$ cat src/source/rdma_stack_pkg.sv
`default_nettype none

package rdma_stack_pkg;

  // User-side field widths
  localparam int OPCODE_BITS = 5;
  localparam int PID_BITS    = 6;
  localparam int DEST_BITS   = 4;
  localparam int STRM_BITS   = 2;
  localparam int OFFS_BITS   = 6;
  localparam int VADDR_BITS  = 48;
  localparam int LEN_BITS    = 28;

  // Core word field widths
  localparam int RDMA_QPN_BITS   = 24;
  localparam int RDMA_VADDR_BITS = 64;
  localparam int RDMA_LEN_BITS   = 32;
  localparam int RDMA_IMM_BITS   = 32;

  // Opcode sits alone in the low 32-bit lane of every core word
  localparam int OP_LANE_BITS   = 32;
  localparam int OP_RSVD_BITS   = OP_LANE_BITS - OPCODE_BITS;
  localparam int QPN_RSVD_BITS  = RDMA_QPN_BITS - DEST_BITS - PID_BITS;
  localparam int SQ_ADDR1_RSVD  = RDMA_VADDR_BITS - VADDR_BITS;
  localparam int SQ_ADDR2_RSVD  = RDMA_VADDR_BITS - VADDR_BITS - DEST_BITS - STRM_BITS;
  localparam int SQ_IMM_OFFS_BITS = RDMA_IMM_BITS - LEN_BITS;

  localparam int RDMA_ACK_BITS  = 96;
  localparam int ACK_USED_BITS  = OP_LANE_BITS + RDMA_QPN_BITS + 1 + DEST_BITS + STRM_BITS + 1;

  localparam int RDMA_MEM_CMD_BITS = 160;
  localparam int MEM_CMD_USED_BITS = OP_LANE_BITS + RDMA_QPN_BITS + 1 + VADDR_BITS + DEST_BITS
                                     + STRM_BITS + LEN_BITS + 1 + 1 + OFFS_BITS;

  // Credits per output path
  localparam int CREDITS_MAX     = 4;
  localparam int CREDIT_CNT_BITS = $clog2(CREDITS_MAX + 1);

  localparam int PATH_SQ  = 0;
  localparam int PATH_ACK = 1;
  localparam int PATH_RD  = 2;
  localparam int PATH_WR  = 3;
  localparam int N_PATHS  = 4;

  // Send-queue command, 256 bits
  typedef struct packed {
    logic [SQ_IMM_OFFS_BITS-1:0] imm_offs;
    logic [LEN_BITS-1:0]         imm_len;
    logic [RDMA_LEN_BITS-1:0]    len;
    logic [SQ_ADDR2_RSVD-1:0]    rsvd_addr_2;
    logic [STRM_BITS-1:0]        strm;
    logic [DEST_BITS-1:0]        dest;
    logic [VADDR_BITS-1:0]       vaddr_2;
    logic [SQ_ADDR1_RSVD-1:0]    rsvd_addr_1;
    logic [VADDR_BITS-1:0]       vaddr_1;
    logic [OFFS_BITS-1:0]        offs;
    logic                        last;
    logic                        host;
    logic [QPN_RSVD_BITS-1:0]    rsvd_qpn;
    logic [DEST_BITS-1:0]        vfid;
    logic [PID_BITS-1:0]         pid;
    logic [OP_RSVD_BITS-1:0]     rsvd_op;
    logic [OPCODE_BITS-1:0]      opcode;
  } rdma_sq_word_t;

  typedef struct packed {
    logic [RDMA_ACK_BITS-ACK_USED_BITS-1:0] rsvd_top;
    logic                     last;
    logic [STRM_BITS-1:0]     strm;
    logic [DEST_BITS-1:0]     dest;
    logic                     host;
    logic [QPN_RSVD_BITS-1:0] rsvd_qpn;
    logic [DEST_BITS-1:0]     vfid;
    logic [PID_BITS-1:0]      pid;
    logic [OP_RSVD_BITS-1:0]  rsvd_op;
    logic [OPCODE_BITS-1:0]   opcode;
  } rdma_ack_word_t;

  typedef struct packed {
    logic [RDMA_MEM_CMD_BITS-MEM_CMD_USED_BITS-1:0] rsvd_top;
    logic [OFFS_BITS-1:0]     offs;
    logic                     host;
    logic                     actv;
    logic [LEN_BITS-1:0]      len;
    logic [STRM_BITS-1:0]     strm;
    logic [DEST_BITS-1:0]     dest;
    logic [VADDR_BITS-1:0]    vaddr;
    logic                     last;
    logic [QPN_RSVD_BITS-1:0] rsvd_qpn;
    logic [DEST_BITS-1:0]     vfid;
    logic [PID_BITS-1:0]      pid;
    logic [OP_RSVD_BITS-1:0]  rsvd_op;
    logic [OPCODE_BITS-1:0]   opcode;
  } rdma_mem_cmd_fields_t;

  // Memory command as raw core bits or as decoded fields
  typedef union packed {
    logic [RDMA_MEM_CMD_BITS-1:0] raw;
    rdma_mem_cmd_fields_t         fld;
  } rdma_mem_cmd_u;

endpackage

`default_nettype wire
$ cat src/source/rdma_user_pkg.sv
`default_nettype none

package rdma_user_pkg;

  import rdma_stack_pkg::*;

  // Memory transfer modes
  localparam logic MODE_RAW = 1'b0;

  localparam int USER_ACK_RSRVD_BITS = 32 - (OPCODE_BITS + 1 + PID_BITS + DEST_BITS + 1
                                             + DEST_BITS + STRM_BITS + 1);

  // One half of a send-queue request
  typedef struct packed {
    logic [OPCODE_BITS-1:0] opcode;
    logic [PID_BITS-1:0]    pid;
    logic [DEST_BITS-1:0]   vfid;
    logic                   host;
    logic                   last;
    logic [OFFS_BITS-1:0]   offs;
    logic [VADDR_BITS-1:0]  vaddr;
    logic [DEST_BITS-1:0]   dest;
    logic [STRM_BITS-1:0]   strm;
    logic [LEN_BITS-1:0]    len;
  } user_req_t;

  typedef struct packed {
    user_req_t req_1;
    user_req_t req_2;
  } user_sq_t;

  typedef struct packed {
    logic [OPCODE_BITS-1:0]         opcode;
    logic                           remote;
    logic [PID_BITS-1:0]            pid;
    logic [DEST_BITS-1:0]           vfid;
    logic                           host;
    logic [DEST_BITS-1:0]           dest;
    logic [STRM_BITS-1:0]           strm;
    logic [USER_ACK_RSRVD_BITS-1:0] rsrvd;
    logic                           last;
  } user_ack_t;

  typedef struct packed {
    logic [OPCODE_BITS-1:0] opcode;
    logic                   mode;
    logic                   rdma;
    logic                   remote;
    logic [PID_BITS-1:0]    pid;
    logic [DEST_BITS-1:0]   vfid;
    logic                   last;
    logic [VADDR_BITS-1:0]  vaddr;
    logic [DEST_BITS-1:0]   dest;
    logic [STRM_BITS-1:0]   strm;
    logic [LEN_BITS-1:0]    len;
    logic                   actv;
    logic                   host;
    logic [OFFS_BITS-1:0]   offs;
  } mem_req_t;

endpackage

`default_nettype wire

$ cat src/source/rdma_cmd_adapter.sv
`default_nettype none
`timescale 1ns/1ps

module rdma_cmd_adapter (
  input  logic                           nclk,
  input  logic                           rst_n,

  // Send queue, user to core
  input  rdma_user_pkg::user_sq_t        user_sq,
  input  logic                           user_sq_valid,
  output logic                           user_sq_ready,
  output rdma_stack_pkg::rdma_sq_word_t  stack_sq,
  output logic                           stack_sq_valid,
  input  logic                           stack_sq_credit,

  // Ack, core to user
  input  rdma_stack_pkg::rdma_ack_word_t stack_ack,
  input  logic                           stack_ack_valid,
  output logic                           stack_ack_ready,
  output rdma_user_pkg::user_ack_t       user_ack,
  output logic                           user_ack_valid,
  input  logic                           user_ack_credit,

  // Memory read commands
  input  rdma_stack_pkg::rdma_mem_cmd_u  stack_rd_cmd,
  input  logic                           stack_rd_valid,
  output logic                           stack_rd_ready,
  output rdma_user_pkg::mem_req_t        mem_rd_req,
  output logic                           mem_rd_valid,
  input  logic                           mem_rd_credit,

  // Memory write commands
  input  rdma_stack_pkg::rdma_mem_cmd_u  stack_wr_cmd,
  input  logic                           stack_wr_valid,
  output logic                           stack_wr_ready,
  output rdma_user_pkg::mem_req_t        mem_wr_req,
  output logic                           mem_wr_valid,
  input  logic                           mem_wr_credit
);

  import rdma_stack_pkg::*;

  logic [N_PATHS-1:0] accept;
  logic [N_PATHS-1:0] credit_ret;
  logic [N_PATHS-1:0] ready;

  assign user_sq_ready   = ready[PATH_SQ];
  assign stack_ack_ready = ready[PATH_ACK];
  assign stack_rd_ready  = ready[PATH_RD];
  assign stack_wr_ready  = ready[PATH_WR];

  // Fire terms per path
  assign accept[PATH_SQ]  = user_sq_valid & ready[PATH_SQ];
  assign accept[PATH_ACK] = stack_ack_valid & ready[PATH_ACK];
  assign accept[PATH_RD]  = stack_rd_valid & ready[PATH_RD];
  assign accept[PATH_WR]  = stack_wr_valid & ready[PATH_WR];

  assign credit_ret[PATH_SQ]  = stack_sq_credit;
  assign credit_ret[PATH_ACK] = user_ack_credit;
  assign credit_ret[PATH_RD]  = mem_rd_credit;
  assign credit_ret[PATH_WR]  = mem_wr_credit;

  rdma_credit_ctrl u_credit (
    .nclk       (nclk),
    .rst_n      (rst_n),
    .accept     (accept),
    .credit_ret (credit_ret),
    .ready      (ready)
  );

  rdma_sq_packer u_sq_pack (
    .nclk      (nclk),
    .rst_n     (rst_n),
    .req       (user_sq),
    .req_fire  (accept[PATH_SQ]),
    .cmd       (stack_sq),
    .cmd_valid (stack_sq_valid)
  );

  rdma_ack_unpacker u_ack_unpack (
    .nclk      (nclk),
    .rst_n     (rst_n),
    .word      (stack_ack),
    .word_fire (accept[PATH_ACK]),
    .ack       (user_ack),
    .ack_valid (user_ack_valid)
  );

  rdma_mem_cmd_unpacker u_rd_unpack (
    .nclk      (nclk),
    .rst_n     (rst_n),
    .cmd       (stack_rd_cmd),
    .cmd_fire  (accept[PATH_RD]),
    .req       (mem_rd_req),
    .req_valid (mem_rd_valid)
  );

  rdma_mem_cmd_unpacker u_wr_unpack (
    .nclk      (nclk),
    .rst_n     (rst_n),
    .cmd       (stack_wr_cmd),
    .cmd_fire  (accept[PATH_WR]),
    .req       (mem_wr_req),
    .req_valid (mem_wr_valid)
  );

endmodule

`default_nettype wire

$ cat src/source/rdma_mem_cmd_unpacker.sv
`default_nettype none
`timescale 1ns/1ps

module rdma_mem_cmd_unpacker (
  input  logic                          nclk,
  input  logic                          rst_n,
  input  rdma_stack_pkg::rdma_mem_cmd_u cmd,
  input  logic                          cmd_fire,
  output rdma_user_pkg::mem_req_t       req,
  output logic                          req_valid
);

  import rdma_user_pkg::*;

  mem_req_t req_d;

  always_comb begin
    req_d.opcode = cmd.fld.opcode;
    // Core-issued transfers are raw and serve the local side
    req_d.mode   = MODE_RAW;
    req_d.rdma   = 1'b1;
    req_d.remote = 1'b0;
    req_d.pid    = cmd.fld.pid;
    req_d.vfid   = cmd.fld.vfid;
    req_d.last   = cmd.fld.last;
    req_d.vaddr  = cmd.fld.vaddr;
    req_d.dest   = cmd.fld.dest;
    req_d.strm   = cmd.fld.strm;
    req_d.len    = cmd.fld.len;
    req_d.actv   = cmd.fld.actv;
    req_d.host   = cmd.fld.host;
    req_d.offs   = cmd.fld.offs;
  end

  always_ff @(posedge nclk or negedge rst_n) begin
    if (!rst_n) begin
      req_valid <= 1'b0;
    end else begin
      req_valid <= cmd_fire;
    end
  end

  always_ff @(posedge nclk) begin
    if (cmd_fire) begin
      req <= req_d;
    end
  end

endmodule

`default_nettype wire

$ cat src/source/rdma_ack_unpacker.sv
`default_nettype none
`timescale 1ns/1ps

module rdma_ack_unpacker (
  input  logic                           nclk,
  input  logic                           rst_n,
  input  rdma_stack_pkg::rdma_ack_word_t word,
  input  logic                           word_fire,
  output rdma_user_pkg::user_ack_t       ack,
  output logic                           ack_valid
);

  import rdma_user_pkg::*;

  user_ack_t ack_d;

  always_comb begin
    ack_d.opcode = word.opcode;
    // Acks from the core always refer to remote operations
    ack_d.remote = 1'b1;
    ack_d.pid    = word.pid;
    ack_d.vfid   = word.vfid;
    ack_d.host   = word.host;
    ack_d.dest   = word.dest;
    ack_d.strm   = word.strm;
    ack_d.rsrvd  = '0;
    ack_d.last   = word.last;
  end

  always_ff @(posedge nclk or negedge rst_n) begin
    if (!rst_n) begin
      ack_valid <= 1'b0;
    end else begin
      ack_valid <= word_fire;
    end
  end

  always_ff @(posedge nclk) begin
    if (word_fire) begin
      ack <= ack_d;
    end
  end

endmodule

`default_nettype wire

$ cat src/source/rdma_sq_packer.sv
`default_nettype none
`timescale 1ns/1ps

module rdma_sq_packer (
  input  logic                          nclk,
  input  logic                          rst_n,
  input  rdma_user_pkg::user_sq_t       req,
  input  logic                          req_fire,
  output rdma_stack_pkg::rdma_sq_word_t cmd,
  output logic                          cmd_valid
);

  import rdma_stack_pkg::*;

  rdma_sq_word_t cmd_d;

  always_comb begin
    // Reserved lanes stay zero
    cmd_d         = '0;
    cmd_d.opcode  = req.req_1.opcode;
    cmd_d.pid     = req.req_1.pid;
    cmd_d.vfid    = req.req_1.vfid;
    cmd_d.host    = req.req_1.host;
    cmd_d.last    = req.req_1.last;
    cmd_d.offs    = req.req_1.offs;
    cmd_d.vaddr_1 = req.req_1.vaddr;

    // Second address lane mixes both halves
    cmd_d.vaddr_2 = req.req_2.vaddr;
    cmd_d.dest    = req.req_1.dest;
    cmd_d.strm    = req.req_2.strm;

    cmd_d.len     = {{(RDMA_LEN_BITS-LEN_BITS){1'b0}}, req.req_1.len};

    // Immediate carries the second half's offset and length
    cmd_d.imm_offs = req.req_2.offs[SQ_IMM_OFFS_BITS-1:0];
    cmd_d.imm_len  = req.req_2.len;
  end

  always_ff @(posedge nclk or negedge rst_n) begin
    if (!rst_n) begin
      cmd_valid <= 1'b0;
    end else begin
      cmd_valid <= req_fire;
    end
  end

  always_ff @(posedge nclk) begin
    if (req_fire) begin
      cmd <= cmd_d;
    end
  end

endmodule

`default_nettype wire

$ cat src/source/rdma_credit_ctrl.sv
`default_nettype none
`timescale 1ns/1ps

module rdma_credit_ctrl (
  input  logic                               nclk,
  input  logic                               rst_n,
  input  logic [rdma_stack_pkg::N_PATHS-1:0] accept,
  input  logic [rdma_stack_pkg::N_PATHS-1:0] credit_ret,
  output logic [rdma_stack_pkg::N_PATHS-1:0] ready
);

  import rdma_stack_pkg::*;

  localparam logic [CREDIT_CNT_BITS-1:0] CNT_FULL = CREDIT_CNT_BITS'(CREDITS_MAX);

  // One counter per output path
  logic [N_PATHS-1:0][CREDIT_CNT_BITS-1:0] credit_cnt;

  genvar p;
  generate
    for (p = 0; p < N_PATHS; p++) begin : g_path

      always_ff @(posedge nclk or negedge rst_n) begin
        if (!rst_n) begin
          credit_cnt[p] <= CNT_FULL;
        end else begin
          case ({accept[p], credit_ret[p]})
            // Item sent downstream, one credit consumed
            2'b10: begin
              if (credit_cnt[p] != '0) begin
                credit_cnt[p] <= credit_cnt[p] - 1'b1;
              end
            end
            // Receiver freed a slot
            2'b01: begin
              if (credit_cnt[p] != CNT_FULL) begin
                credit_cnt[p] <= credit_cnt[p] + 1'b1;
              end
            end
            // Both or neither, count holds
            default: begin
              credit_cnt[p] <= credit_cnt[p];
            end
          endcase
        end
      end

      // Input may only be taken while a downstream slot is known free
      assign ready[p] = (credit_cnt[p] != '0);

    end
  endgenerate

endmodule

`default_nettype wire

$ cat config.mk
export PLATFORM = sky130hd
export DESIGN_NAME = rdma_cmd_adapter
export DESIGN_NICKNAME = d
export VERILOG_FILES = /design/src/source/rdma_stack_pkg.sv /design/src/source/rdma_user_pkg.sv /design/src/source/rdma_cmd_adapter.sv /design/src/source/rdma_mem_cmd_unpacker.sv /design/src/source/rdma_ack_unpacker.sv /design/src/source/rdma_sq_packer.sv /design/src/source/rdma_credit_ctrl.sv
export SDC_FILE = /design/constraint.sdc
export NUM_CORES = 1
export LEC_CHECK = 0
export BUFFER_PORTS_ARGS = -buffer_cell sky130_fd_sc_hd__buf_2
export CAP_MARGIN = 20
export CORE_AREA = 2 2 446 448
export CTS_BUF_LIST = sky130_fd_sc_hd__clkbuf_8
export CTS_CLUSTER_DIAMETER = 60
export DETAILED_ROUTE_END_ITERATION = 6
export DIE_AREA = 0 0 448 450
export PLACE_DENSITY = 0.33
export SETUP_SLACK_MARGIN = 0.02
export SKIP_LAST_GASP = 1
export SLEW_MARGIN = 20
export SYNTH_ARGS = -nofsm -noshare
export SYNTH_HDL_FRONTEND = slang
export SYNTH_SLANG_ARGS = --single-unit
$ cat constraint.sdc
create_clock -name nclk -period 7.75 [get_ports nclk]
set_input_delay 1.55 -clock nclk [delete_from_list [all_inputs] [get_ports nclk]]
set_output_delay 1.55 -clock nclk [all_outputs]
set_load 0.005 [all_outputs]
==> impl_metrics.py, run 1 <==
metrics = {
    "critical_path": {
        "crit_type": "reg2out",
        "worst_path_buf_inv": 1,
        "critical_path.cell_chain": "or3_4, buf_2",
        "cp_data_arrival_time_ns": 1.82,
        "crit_path_start_kind": "flop",
        "worst-r2r-cell-count": 4,
        "slowest_delay_ns": 0.48,
        "critical_path_required_ns": 6.20,
        "rr_startpoint": "u_credit.credit_cnt[8]",
        "timing.rr.end": "u_rd_unpack.req[45]",
        "reg_to_reg_setup_timing_slack_ns": 4.90,
        "crit_path_end_kind": "output pin",
        "timing.critical_path.max_delay_family": "flip-flops",
        "critical_path.slowest_cell": "sky130_fd_sc_hd__dfrtp_1",
        "timing.critical_path.fanout_max": 8,
    },
    "final_layout": {
        "number_of_inserted_filler_cells_in_the_final_layout": 22420,
        "post_layout_nonfiller_instances": 4310,
        "area_delta_synth_final_pct": 62.89,
        "number_of_nets_in_the_final_layout": 2216,
        "finish.instance_area_sq_um": 23580,
        "fraction_of_final_layout_cells_with_drive_strength_greater_than_1_pct": 61.06,
    },
    "timing": {
        "skew_ns": 0.02418,
        "timing.slew.headroom_pct": 36.06,
        "post-route-period-util_pct": 43.53,
        "final-setup-viol-count": 0,
        "tightest_slew_ns": 0.9590,
        "final.min_clock_period_ns": 3.374,
        "tns_ns": 0,
        "report.final.hold_viol_count": 0,
        "setup_repair_after_global_routing_missed_its_margin": "false",
        "clock.fmax_ghz": 0.2964,
        "slew_limit_fails": 0,
    },
    "logic_synthesis": {
        "post_synth_top_area_share_pct": 87.13,
        "synth_top_cells_by_area": "sky130_fd_sc_hd__edfxtp_1, sky130_fd_sc_hd__buf_4, sky130_fd_sc_hd__dfrtp_1",
        "synthAdderAreaFrac_pct": 0.5532,
        "yosys.cell_count.top_type": "sky130_fd_sc_hd__edfxtp_1",
        "synth_top_family_by_area": "buffers and inverters",
        "ys_async_sr_fraction_pct": 3.670,
        "ys.warnings.count": 0,
        "postSynthCellCount": 632,
        "synth-xor-area-share_pct": 0.3025,
        "synth_flop_cell": "sky130_fd_sc_hd__edfxtp_1",
        "synth_seq_area_share_pct": 89.93,
        "synth_top_cells_by_count": "sky130_fd_sc_hd__edfxtp_1, sky130_fd_sc_hd__buf_4, sky130_fd_sc_hd__o21ai_0",
        "postSynthAreaPerCell_sq_um": 22.90,
        "synth-edff-count": 420,
        "post_synthesis_compound_gate_area_fraction_pct": 1.711,
        "netlist_area_sq_um": 14480,
        "yosys.area_share.simple_pct": 2.014,
        "synth.ff_latch_count": 436,
        "synth.distinct_cells": 38,
        "netlist.top_cell.by_area": "sky130_fd_sc_hd__edfxtp_1",
        "yosys-mux-area-fraction_pct": 0.4235,
    },
    "detailed_routing": {
        "drtPass1Iterations": 4,
        "dr_total_vias": 9855,
        "detailedRoute.firstIterationViolations": 558,
        "drtAntennaViolNets": 0,
        "post_drt_via_cell_ratio": 2.287,
        "wl_per_cell_um": 20.54,
        "drc": 0,
        "wl_mm": 88.53,
    },
    "clock_network": {
        "ctsHtreeMaxLevel": 3,
        "cts.sink_count": 436,
        "clk_root_buffer_cell": "sky130_fd_sc_hd__clkbuf_8",
        "tritoncts": "done",
        "cts_made_buffers": 93,
        "postCtsResizedCells": 0,
        "clkSlewWorstSetupHoldPaths_ns": 0.06,
        "cts_setup_buffers": 0,
        "worstSkewPairLatency_ns": 0.77,
        "post_cts_hold_buffer_count": 0,
        "max-clock-path-buffers": 3,
    },
    "power_and_ir_drop": {
        "p_leak_nw": 9.156,
        "cell_area_power_density_nw_per_um2": 292.0,
        "post-layout-total-power_mw": 6.885,
        "max-vdd-ir-drop_v": 0.0001187,
    },
    "die": {
        "top_level_port_count": 1150,
        "die_h_um": 450,
        "floorplan.initialDensity_pct": 7.363,
        "core_region_area_sq_um": 196600,
        "fp.dieArea_sq_um": 201600,
        "die_width_um": 448,
        "std_cell_rows": 163,
    },
    "hold_path": {
        "hold_class": "reg2reg",
        "holdPathStages": 2,
        "worst_hold_end": "u_credit.credit_cnt[2]",
        "holdCritStartpoint": "u_credit.credit_cnt[2]",
    },
    "placed_design": {
        "gp_congestion": 0.8593,
        "detailed_place.area_sq_um": 21710,
        "port_buffers": 857,
        "dp_hpwl_mm": 73.99,
        "place.detailed.instances": 4121,
    },
    "grt": {
        "grt.overflow.total": 0,
        "global_route.usage.total_pct": 8.356,
        "maximum_number_of_pins_on_one_net_before_global_route_repair": 119,
        "grt_antenna_before_repair": 88,
        "grt_pass1_wl_mm": 106.2,
        "first_global_vias": 9406,
    },
    "flow_run": {
        "drv_cap": 0,
    },
    "status": {
        "run_status": "finished, final reports clean",
    },
}
==> worst max path at each step <==
stage                           startpoint                      to  slack [ns]  depth (start not counted)
finish              u_credit.credit_cnt[6]          stack_rd_ready        4.38                          2
global route        u_credit.credit_cnt[3]         stack_ack_ready        4.19                          2
CTS                 u_credit.credit_cnt[3]         stack_ack_ready        4.20                          2
detailed placement          stack_rd_valid     u_rd_unpack.req[45]        3.79                          4
global placement            stack_rd_valid     u_rd_unpack.req[45]        3.79                          4
floorplan                    user_sq_valid  u_credit.credit_cnt[1]        0.61                          6
==> per-stage QoR <==
stage          utilization (%)  hold WS, ns  setup slack [ns]
2_1_floorplan                -       0.5306            0.6057
3_3_place_gp             11.04       0.5607             3.786
3_5_place_dp             11.04       0.5680             3.793
4_1_cts                  11.96       0.5824             4.200
5_1_grt                  11.97       0.6076             4.193
6_report                 11.99       0.5715             4.376
==> sequential cells by signal, indices dropped and copies added, names as in the netlist <==
signal and cells:
u_sq_pack.cmd 185, u_rd_unpack.req_valid 1, u_wr_unpack.req 106, u_rd_unpack.req 106, u_wr_unpack.req_valid 1, u_credit.credit_cnt 12
u_ack_unpack.ack 23, u_sq_pack.cmd_valid 1, u_ack_unpack.ack_valid 1
==> logic make-up after synthesis <==
| logic type | Yosys count |
|---|---|
| and+or+nand+nor | 45 |
| buffers and inverters | 98 |
| xor gates and xnor gates | 5 |
| DFF | 436 |
| other | 2 |
| muxes | 6 |
| adders and majority gates | 4 |
| AOI/OAI and AO/OA | 36 |
==> layout by cell type, fill, tap and decap left out, types with 12 or more instances in the layout <==
cell | synthesis | layout
sky130_fd_sc_hd__clkinv_1 | 0 | 18
sky130_fd_sc_hd__clkbuf_8 | 0 | 95
sky130_fd_sc_hd__edfxtp_1 | 420 | 420
sky130_fd_sc_hd__inv_1 | 2 | 23
sky130_fd_sc_hd__o21ai_0 | 13 | 13
sky130_fd_sc_hd__buf_2 | 3 | 857
sky130_fd_sc_hd__conb_1 | 2 | 86
sky130_fd_sc_hd__diode_2 | 0 | 24
sky130_fd_sc_hd__dfrtp_1 | 12 | 12
==> layout make-up <==
type / count / area, sq um / area share, %
clock inverters: 70 / 501.7 / 2.128
diodes: 24 / 60.06 / 0.2547
flip-flops and latches: 436 / 13020 / 55.21
well taps: 2640 / 3303 / 14.01
multi-input cells: 182 / 1050 / 4.452
inverters: 2 / 7.507 / 0.03184
clock buffers: 95 / 1308 / 5.545
repair buffers: 861 / 4332 / 18.37
==> worst register-to-register path, delay by kind of cell, from the launching register on <==
kind          cells  cell delay (ns)
flops             1             0.60
buf+inv           2             1.33
simple gates      2             0.50
==> metal layers <==
metal | track usage (%) | routed length, um | vias up
li1 | - | - | 4215
met1 | 9.332 | 32750 | 4820
met2 | 14.38 | 44740 | 584
met3 | 3.287 | 8685 | 188
met4 | 2.762 | 2008 | 48
met5 | 0 | 346 | -
==> where the power goes <==
| group | switching (mW) | internal, mW |
|---|---|---|
| Clock | 1.18 | 1.32 |
| Combinational | 0.678 | 0.404 |
| Sequential | 0.210 | 3.09 |
No activity file was read; power rests on OpenSTA's default activity.
==> run 2: changes to the inputs <==
clock period = 3.2 ns   (was 7.75 ns; I/O delays follow)
==> run 2 against run 1 <==
Sequential power is 140% higher. Die area stayed put. Worst setup slack worse by 3.6 ns. Critical path type unchanged. Critical endpoint is now stack_ack_ready.
==> impl_metrics.py, run 2 (synthesis gave the netlist of run 1 again) <==
metrics = {
    "critical_path": {
        "timing.rr.end": "u_credit.credit_cnt[2]",
        "crit_type": "reg2out",
        "reg_to_reg_setup_timing_slack_ns": 0.74,
        "worst-r2r-cell-count": 6,
        "rr_startpoint": "u_credit.credit_cnt[0]",
        "cp_data_arrival_time_ns": 1.83,
        "crit_path_start_kind": "flop",
        "critical_path_required_ns": 2.56,
        "crit_path_end_kind": "output pin",
        "timing.critical_path.fanout_max": 8,
    },
    "placed_design": {
        "gp_congestion": 0.8262,
        "dp_hpwl_mm": 73.27,
        "detailed_place.area_sq_um": 21760,
        "port_buffers": 857,
        "dpl_worst_slack_ns": 0.7388,
    },
    "clock_network": {
        "cts.sink_count": 436,
        "worstSkewPairLatency_ns": 0.74,
        "ctsHtreeMaxLevel": 3,
        "cts_made_buffers": 91,
        "tritoncts": "done",
        "max-clock-path-buffers": 3,
        "clk_root_buffer_cell": "sky130_fd_sc_hd__clkbuf_8",
        "postCtsResizedCells": 0,
        "post_cts_hold_buffer_count": 391,
        "cts_setup_buffers": 0,
        "clkSlewWorstSetupHoldPaths_ns": 0.06,
    },
    "final_layout": {
        "layout_common_cells": "sky130_fd_sc_hd__buf_2, sky130_fd_sc_hd__edfxtp_1, sky130_fd_sc_hd__dlygate4sd3_1, sky130_fd_sc_hd__clkbuf_8, sky130_fd_sc_hd__conb_1",
        "register_name_with_the_most_flops": "u_sq_pack.cmd",
        "flip_flop_count_of_the_largest_register_all_copies_and_words_added": 185,
        "finish.instance_area_sq_um": 27410,
        "layout_top_registers": "u_sq_pack.cmd: 185 flops, u_rd_unpack.req: 106 flops, u_wr_unpack.req: 106 flops",
        "fraction_of_final_layout_cells_with_drive_strength_greater_than_1_pct": 49.09,
        "number_of_inserted_filler_cells_in_the_final_layout": 22240,
        "final_util_pct": 13.94,
        "number_of_nets_in_the_final_layout": 2608,
        "leading_cell_type_in_the_layout_fill_and_taps_excluded": "sky130_fd_sc_hd__buf_2",
        "area_delta_synth_final_pct": 89.32,
    },
    "power_and_ir_drop": {
        "intPower_mw": 11.78,
        "switching_share_pct": 30.04,
        "cell_area_power_density_nw_per_um2": 614.2,
        "clockPowerShare_pct": 33.9,
        "power.combinational.fraction_pct": 18.6,
        "p_leak_nw": 10.75,
        "seq_power_share_pct": 47.5,
        "max-vdd-ir-drop_v": 0.0002310,
        "post-layout-total-power_mw": 16.83,
        "p_sw_mw": 5.056,
    },
    "timing": {
        "timing.slew.headroom_pct": 38.52,
        "skew_ns": 0.03423,
        "finalWorstSetupSlack_ns": 0.7335,
        "report.final.hold_viol_count": 0,
        "final-setup-viol-count": 0,
        "final.min_clock_period_ns": 2.467,
        "tns_ns": 0,
        "clock.fmax_ghz": 0.4054,
        "slew_limit_fails": 0,
        "tightest_slew_ns": 0.9221,
        "setup_repair_after_global_routing_missed_its_margin": "false",
        "post-route-period-util_pct": 77.08,
    },
    "grt": {
        "global_route.usage.total_pct": 8.487,
        "first_global_vias": 11620,
        "maximum_number_of_pins_on_one_net_before_global_route_repair": 122,
        "grt.overflow.total": 0,
        "grt_antenna_before_repair": 80,
        "grt_pass1_wl_mm": 111.2,
    },
    "detailed_routing": {
        "dr_total_vias": 11220,
        "detailedRoute.firstIterationViolations": 550,
        "post_drt_via_cell_ratio": 2.387,
        "drc": 0,
        "wl_mm": 89.74,
        "drtPass1Iterations": 4,
        "drtAntennaViolNets": 0,
        "wl_per_cell_um": 19.09,
    },
    "die": {
        "core_region_area_sq_um": 196600,
        "die_h_um": 450,
        "top_level_port_count": 1150,
        "floorplan.initialDensity_pct": 7.363,
        "fp.dieArea_sq_um": 201600,
        "std_cell_rows": 163,
        "die_width_um": 448,
    },
    "hold_path": {
        "hold_class": "in2reg",
        "worst_hold_end": "u_sq_pack.cmd[228]",
        "holdPathStages": 1,
        "holdCritStartpoint": "user_sq[4]",
    },
    "status": {
        "run_status": "finished, final reports clean",
    },
    "flow_run": {
        "drv_cap": 0,
    },
}
run 2: changes by cell type in the layout (fill, tap and decap cells not counted), sizes merged:
cell / before / now
clkinv: 35 / 29
dlygate4sd3: 0 / 391
clkbuf: 95 / 91
diode: 24 / 32
clkinvlp: 8 / 5
buf: 861 / 864
bufinv: 5 / 4
inv: 24 / 27
run 2: cell type report:
class	instances	area (sq um)	area share, %
multi-input combinational	182	1050	3.831
antenna	32	80.08	0.2922
clock inverter	63	401.6	1.466
sequential	436	13020	47.50
timing repair buffer	1255	8293	30.26
tap	2640	3303	12.05
clock buffer	91	1252	4.570
inverter	2	7.507	0.02739
run 2: per-layer routing:
| metal | up-vias | part of all wire (%) | GRT usage [%] |
|---|---|---|---|
| li1 | 4996 | - | - |
| met1 | 5473 | 38 | 9.380 |
| met2 | 527 | 51 | 14.96 |
| met3 | 181 | 8.0 | 3.075 |
| met4 | 46 | 2.6 | 2.725 |
| met5 | - | 0.33 | 0 |
run 2: power by group through the flow:
stage	combinational, mW	clock [mW]	sequential, mW
after floorplan	0.909	0	8.02
after global placement	2.87	0	8.12
after detailed placement	2.86	0	8.11
after CTS	3.32	6.08	8.02
after global routing	3.45	6.26	8.11
final	3.13	5.70	8.00
run 2: metrics by stage:
stage	cells	hold WS, ns
detailed placement	4124	0.5550
CTS	4669	0.0002792
floorplan	716	0.3444
global route	4681	0.01033
global placement	4124	0.5622
finish	4701	0.1309
run 2: worst max-delay path by stage:
stage / cells past startpoint / slack (ns) / end / from
after global routing: 2 / 0.57 / stack_rd_ready / u_credit.credit_cnt[6]
after CTS: 2 / 0.58 / stack_rd_ready / u_credit.credit_cnt[6]
after floorplan: 6 / 0.03 / u_credit.credit_cnt[1] / user_sq_valid
final: 2 / 0.73 / stack_ack_ready / u_credit.credit_cnt[3]
after global placement: 6 / 0.75 / u_credit.credit_cnt[2] / u_credit.credit_cnt[0]
after detailed placement: 6 / 0.74 / u_credit.credit_cnt[2] / u_credit.credit_cnt[0]
run 2: critical path, stage by stage (launching register included):
cell                      delay [ns]
sky130_fd_sc_hd__dfrtp_1        0.48
sky130_fd_sc_hd__or3_4          0.44
sky130_fd_sc_hd__buf_2          0.16
==> run 3: changes to the inputs <==
CORE_AREA = 2 2 443 445   (was 2 2 446 448)
DIE_AREA = 0 0 445 447   (was 0 0 448 450)
PLACE_DENSITY = 0.34   (was 0.33)
clock period = 2.06 ns   (was 3.2 ns; I/O delays follow)
==> run 3 against run 2 <==
The run now ends with negative setup slack left. Flip-flop and latch count is the same. First-iteration DRC count grew 10%. Clock power grew 79%. Final area grew 3.3%. Worst setup slack lost 0.83 ns. Core utilization grew 0.63 points. Count of clock-buffer cells in the layout grew 4. Wire length shrank 1.9%. Hold slack gained 0.16 ns. Largest cell class unchanged.
==> impl_metrics.py, run 3 (synthesis gave the netlist of run 1 again) <==
metrics = {
    "die": {
        "top_level_port_count": 1150,
        "die_width_um": 445,
        "fp.dieArea_sq_um": 198900,
        "std_cell_rows": 162,
        "floorplan.initialDensity_pct": 7.454,
        "die_h_um": 447,
        "core_region_area_sq_um": 194200,
    },
    "detailed_routing": {
        "post_drt_via_cell_ratio": 2.441,
        "wl_mm": 88.07,
        "drc": 0,
        "drtAntennaViolNets": 0,
        "wl_per_cell_um": 18.89,
        "drtPass1Iterations": 5,
        "dr_total_vias": 11380,
        "detailedRoute.firstIterationViolations": 606,
    },
    "status": {
        "run_status": "finished with violations",
        "violations_in_the_final_reports": "negative setup slack",
    },
    "critical_path": {
        "cp_data_arrival_time_ns": 1.75,
        "critical_path_required_ns": 1.65,
        "slowest_delay_ns": 0.39,
        "crit_type": "reg2out",
        "timing.critical_path.fanout_max": 2,
        "critical_path.cell_chain": "or3_4, buf_8",
        "crit_path_end_kind": "output pin",
        "critical_path.slowest_cell": "sky130_fd_sc_hd__dfrtp_1",
        "crit_path_start_kind": "flop",
    },
    "grt": {
        "global_route.usage.total_pct": 8.403,
        "grt.overflow.total": 0,
        "maximum_number_of_pins_on_one_net_before_global_route_repair": 108,
        "grt_antenna_before_repair": 48,
        "grt_pass1_wl_mm": 108.8,
        "first_global_vias": 11450,
    },
    "clock_network": {
        "worstSkewPairLatency_ns": 0.83,
        "max-clock-path-buffers": 3,
        "ctsHtreeMaxLevel": 3,
        "cts_made_buffers": 95,
        "tritoncts": "done",
        "clkSlewWorstSetupHoldPaths_ns": 0.06,
        "cts.sink_count": 436,
        "clk_root_buffer_cell": "sky130_fd_sc_hd__clkbuf_8",
    },
    "power_and_ir_drop": {
        "max-vdd-ir-drop_v": 0.0004218,
        "p_leak_nw": 11.23,
        "cell_area_power_density_nw_per_um2": 990.1,
    },
    "final_layout": {
        "fraction_of_final_layout_cells_with_drive_strength_greater_than_1_pct": 49.45,
        "register_name_with_the_most_flops": "u_sq_pack.cmd",
        "final_util_pct": 14.57,
        "number_of_nets_in_the_final_layout": 2669,
        "flip_flop_count_of_the_largest_register_all_copies_and_words_added": 185,
        "leading_cell_type_in_the_layout_fill_and_taps_excluded": "sky130_fd_sc_hd__buf_2",
        "layout_top_registers": "u_sq_pack.cmd: 185 flops, u_rd_unpack.req: 106 flops, u_wr_unpack.req: 106 flops",
        "layout_common_cells": "sky130_fd_sc_hd__buf_2, sky130_fd_sc_hd__dlygate4sd3_1, sky130_fd_sc_hd__edfxtp_1, sky130_fd_sc_hd__clkbuf_8, sky130_fd_sc_hd__conb_1",
        "area_delta_synth_final_pct": 95.50,
    },
    "timing": {
        "slew_limit_fails": 0,
        "tightest_slew_ns": 0.7513,
        "finalWorstSetupSlack_ns": -0.1002,
        "timing.slew.headroom_pct": 49.91,
        "final-setup-viol-count": 4,
        "skew_ns": 0.05269,
        "clock.fmax_ghz": 0.4629,
        "report.final.hold_viol_count": 0,
        "post-route-period-util_pct": 104.9,
        "setup_repair_after_global_routing_missed_its_margin": "true",
        "hold_slack_ns": 0.2934,
        "final.min_clock_period_ns": 2.160,
    },
    "placed_design": {
        "dp_hpwl_mm": 70.84,
        "gp_congestion": 0.7996,
        "port_buffers": 857,
    },
    "hold_path": {
        "hold_class": "in2reg",
    },
    "flow_run": {
        "drv_cap": 0,
    },
}
-- run 3: cell count changes in the layout (fill, tap and decap cells not counted), sizes merged, moves of 4 or more --
cell,previous run,this run
dlygate4sd3,391,431
buf,864,881
diode,32,17
inv,27,35
bufinv,4,9
clkbuf,91,95
-- run 3: metal layers --
metal  GRT usage (%)  vias up  part of all wire [%]
met5               0        -                 0.089
met4           4.202       12                   4.5
met3           2.609      153                   8.0
met2           13.28      619                    47
met1           10.29     5486                    40
li1                -     5112                     -
-- run 3: through the flow --
step | setup TNS [ns] | total power [mW] | setup WS (ns) | cells | area (sq um)
after floorplan | -69.01 | 13.93 | -0.8970 | 716 | 14820
after global placement | -0.03332 | 17.39 | -0.03332 | 4042 | 21810
after detailed placement | -0.05502 | 17.35 | -0.05502 | 4042 | 21810
after CTS | -2.455 | 28.90 | -0.2989 | 4644 | 28230
after global routing | -1.141 | 29.60 | -0.2561 | 4655 | 28280
final | -0.2287 | 28.02 | -0.1002 | 4662 | 28300
-- run 3: critical path: cells and delay by family, from the launching register on --
family	cells	cell delay [ns]
flops	1	0.39
buf+inv	1	0.14
simple gates	1	0.38
-- run 3: where the power goes --
| group | switching (mW) | internal, mW |
|---|---|---|
| Sequential | 0.751 | 11.6 |
| Combinational | 3.03 | 2.46 |
| Clock | 4.64 | 5.51 |
| Total | 8.42 | 19.6 |
-- run 3: path summary, 6_finish.rpt --
check                           slack [ns]              startpoint                     end  cells after the start
worst max-delay path                 -0.10  u_credit.credit_cnt[7]          stack_rd_ready                      2
worst min-delay path                  0.29             user_sq[20]      u_sq_pack.cmd[244]                      2
worst max register to register        0.07  u_credit.credit_cnt[1]  u_credit.credit_cnt[2]                      8
worst min register to register        0.63  u_credit.credit_cnt[0]  u_credit.credit_cnt[0]                      2
max in group asynchronous             0.35                   rst_n     u_sq_pack.cmd_valid                      4
min in group asynchronous             0.64                   rst_n  u_ack_unpack.ack_valid                      3
-- run 3: repair_timing --
action                                  in CTS  in global routing
gates resized for setup                     44                  4
endpoints found under the setup margin      53                 24
pin swaps                                    5                  6
gates cloned                                 0                  0
hold endpoints to repair                   446                  0
hold buffers                               431                  0
buffers inserted                             0                  1
-- run 3: layout make-up --
| type | count | area, sq um |
|---|---|---|
| Fill cell | 21730 | 165900 |
| Sequential cell | 436 | 13020 |
| Timing Repair Buffer | 1312 | 9006 |
| Tap cell | 2542 | 3181 |
| Clock buffer | 95 | 1308 |
| Multi-Input combinational cell | 182 | 1096 |
| Clock inverter | 76 | 638.1 |
| Antenna cell | 17 | 42.54 |
| Inverter | 2 | 7.507 |
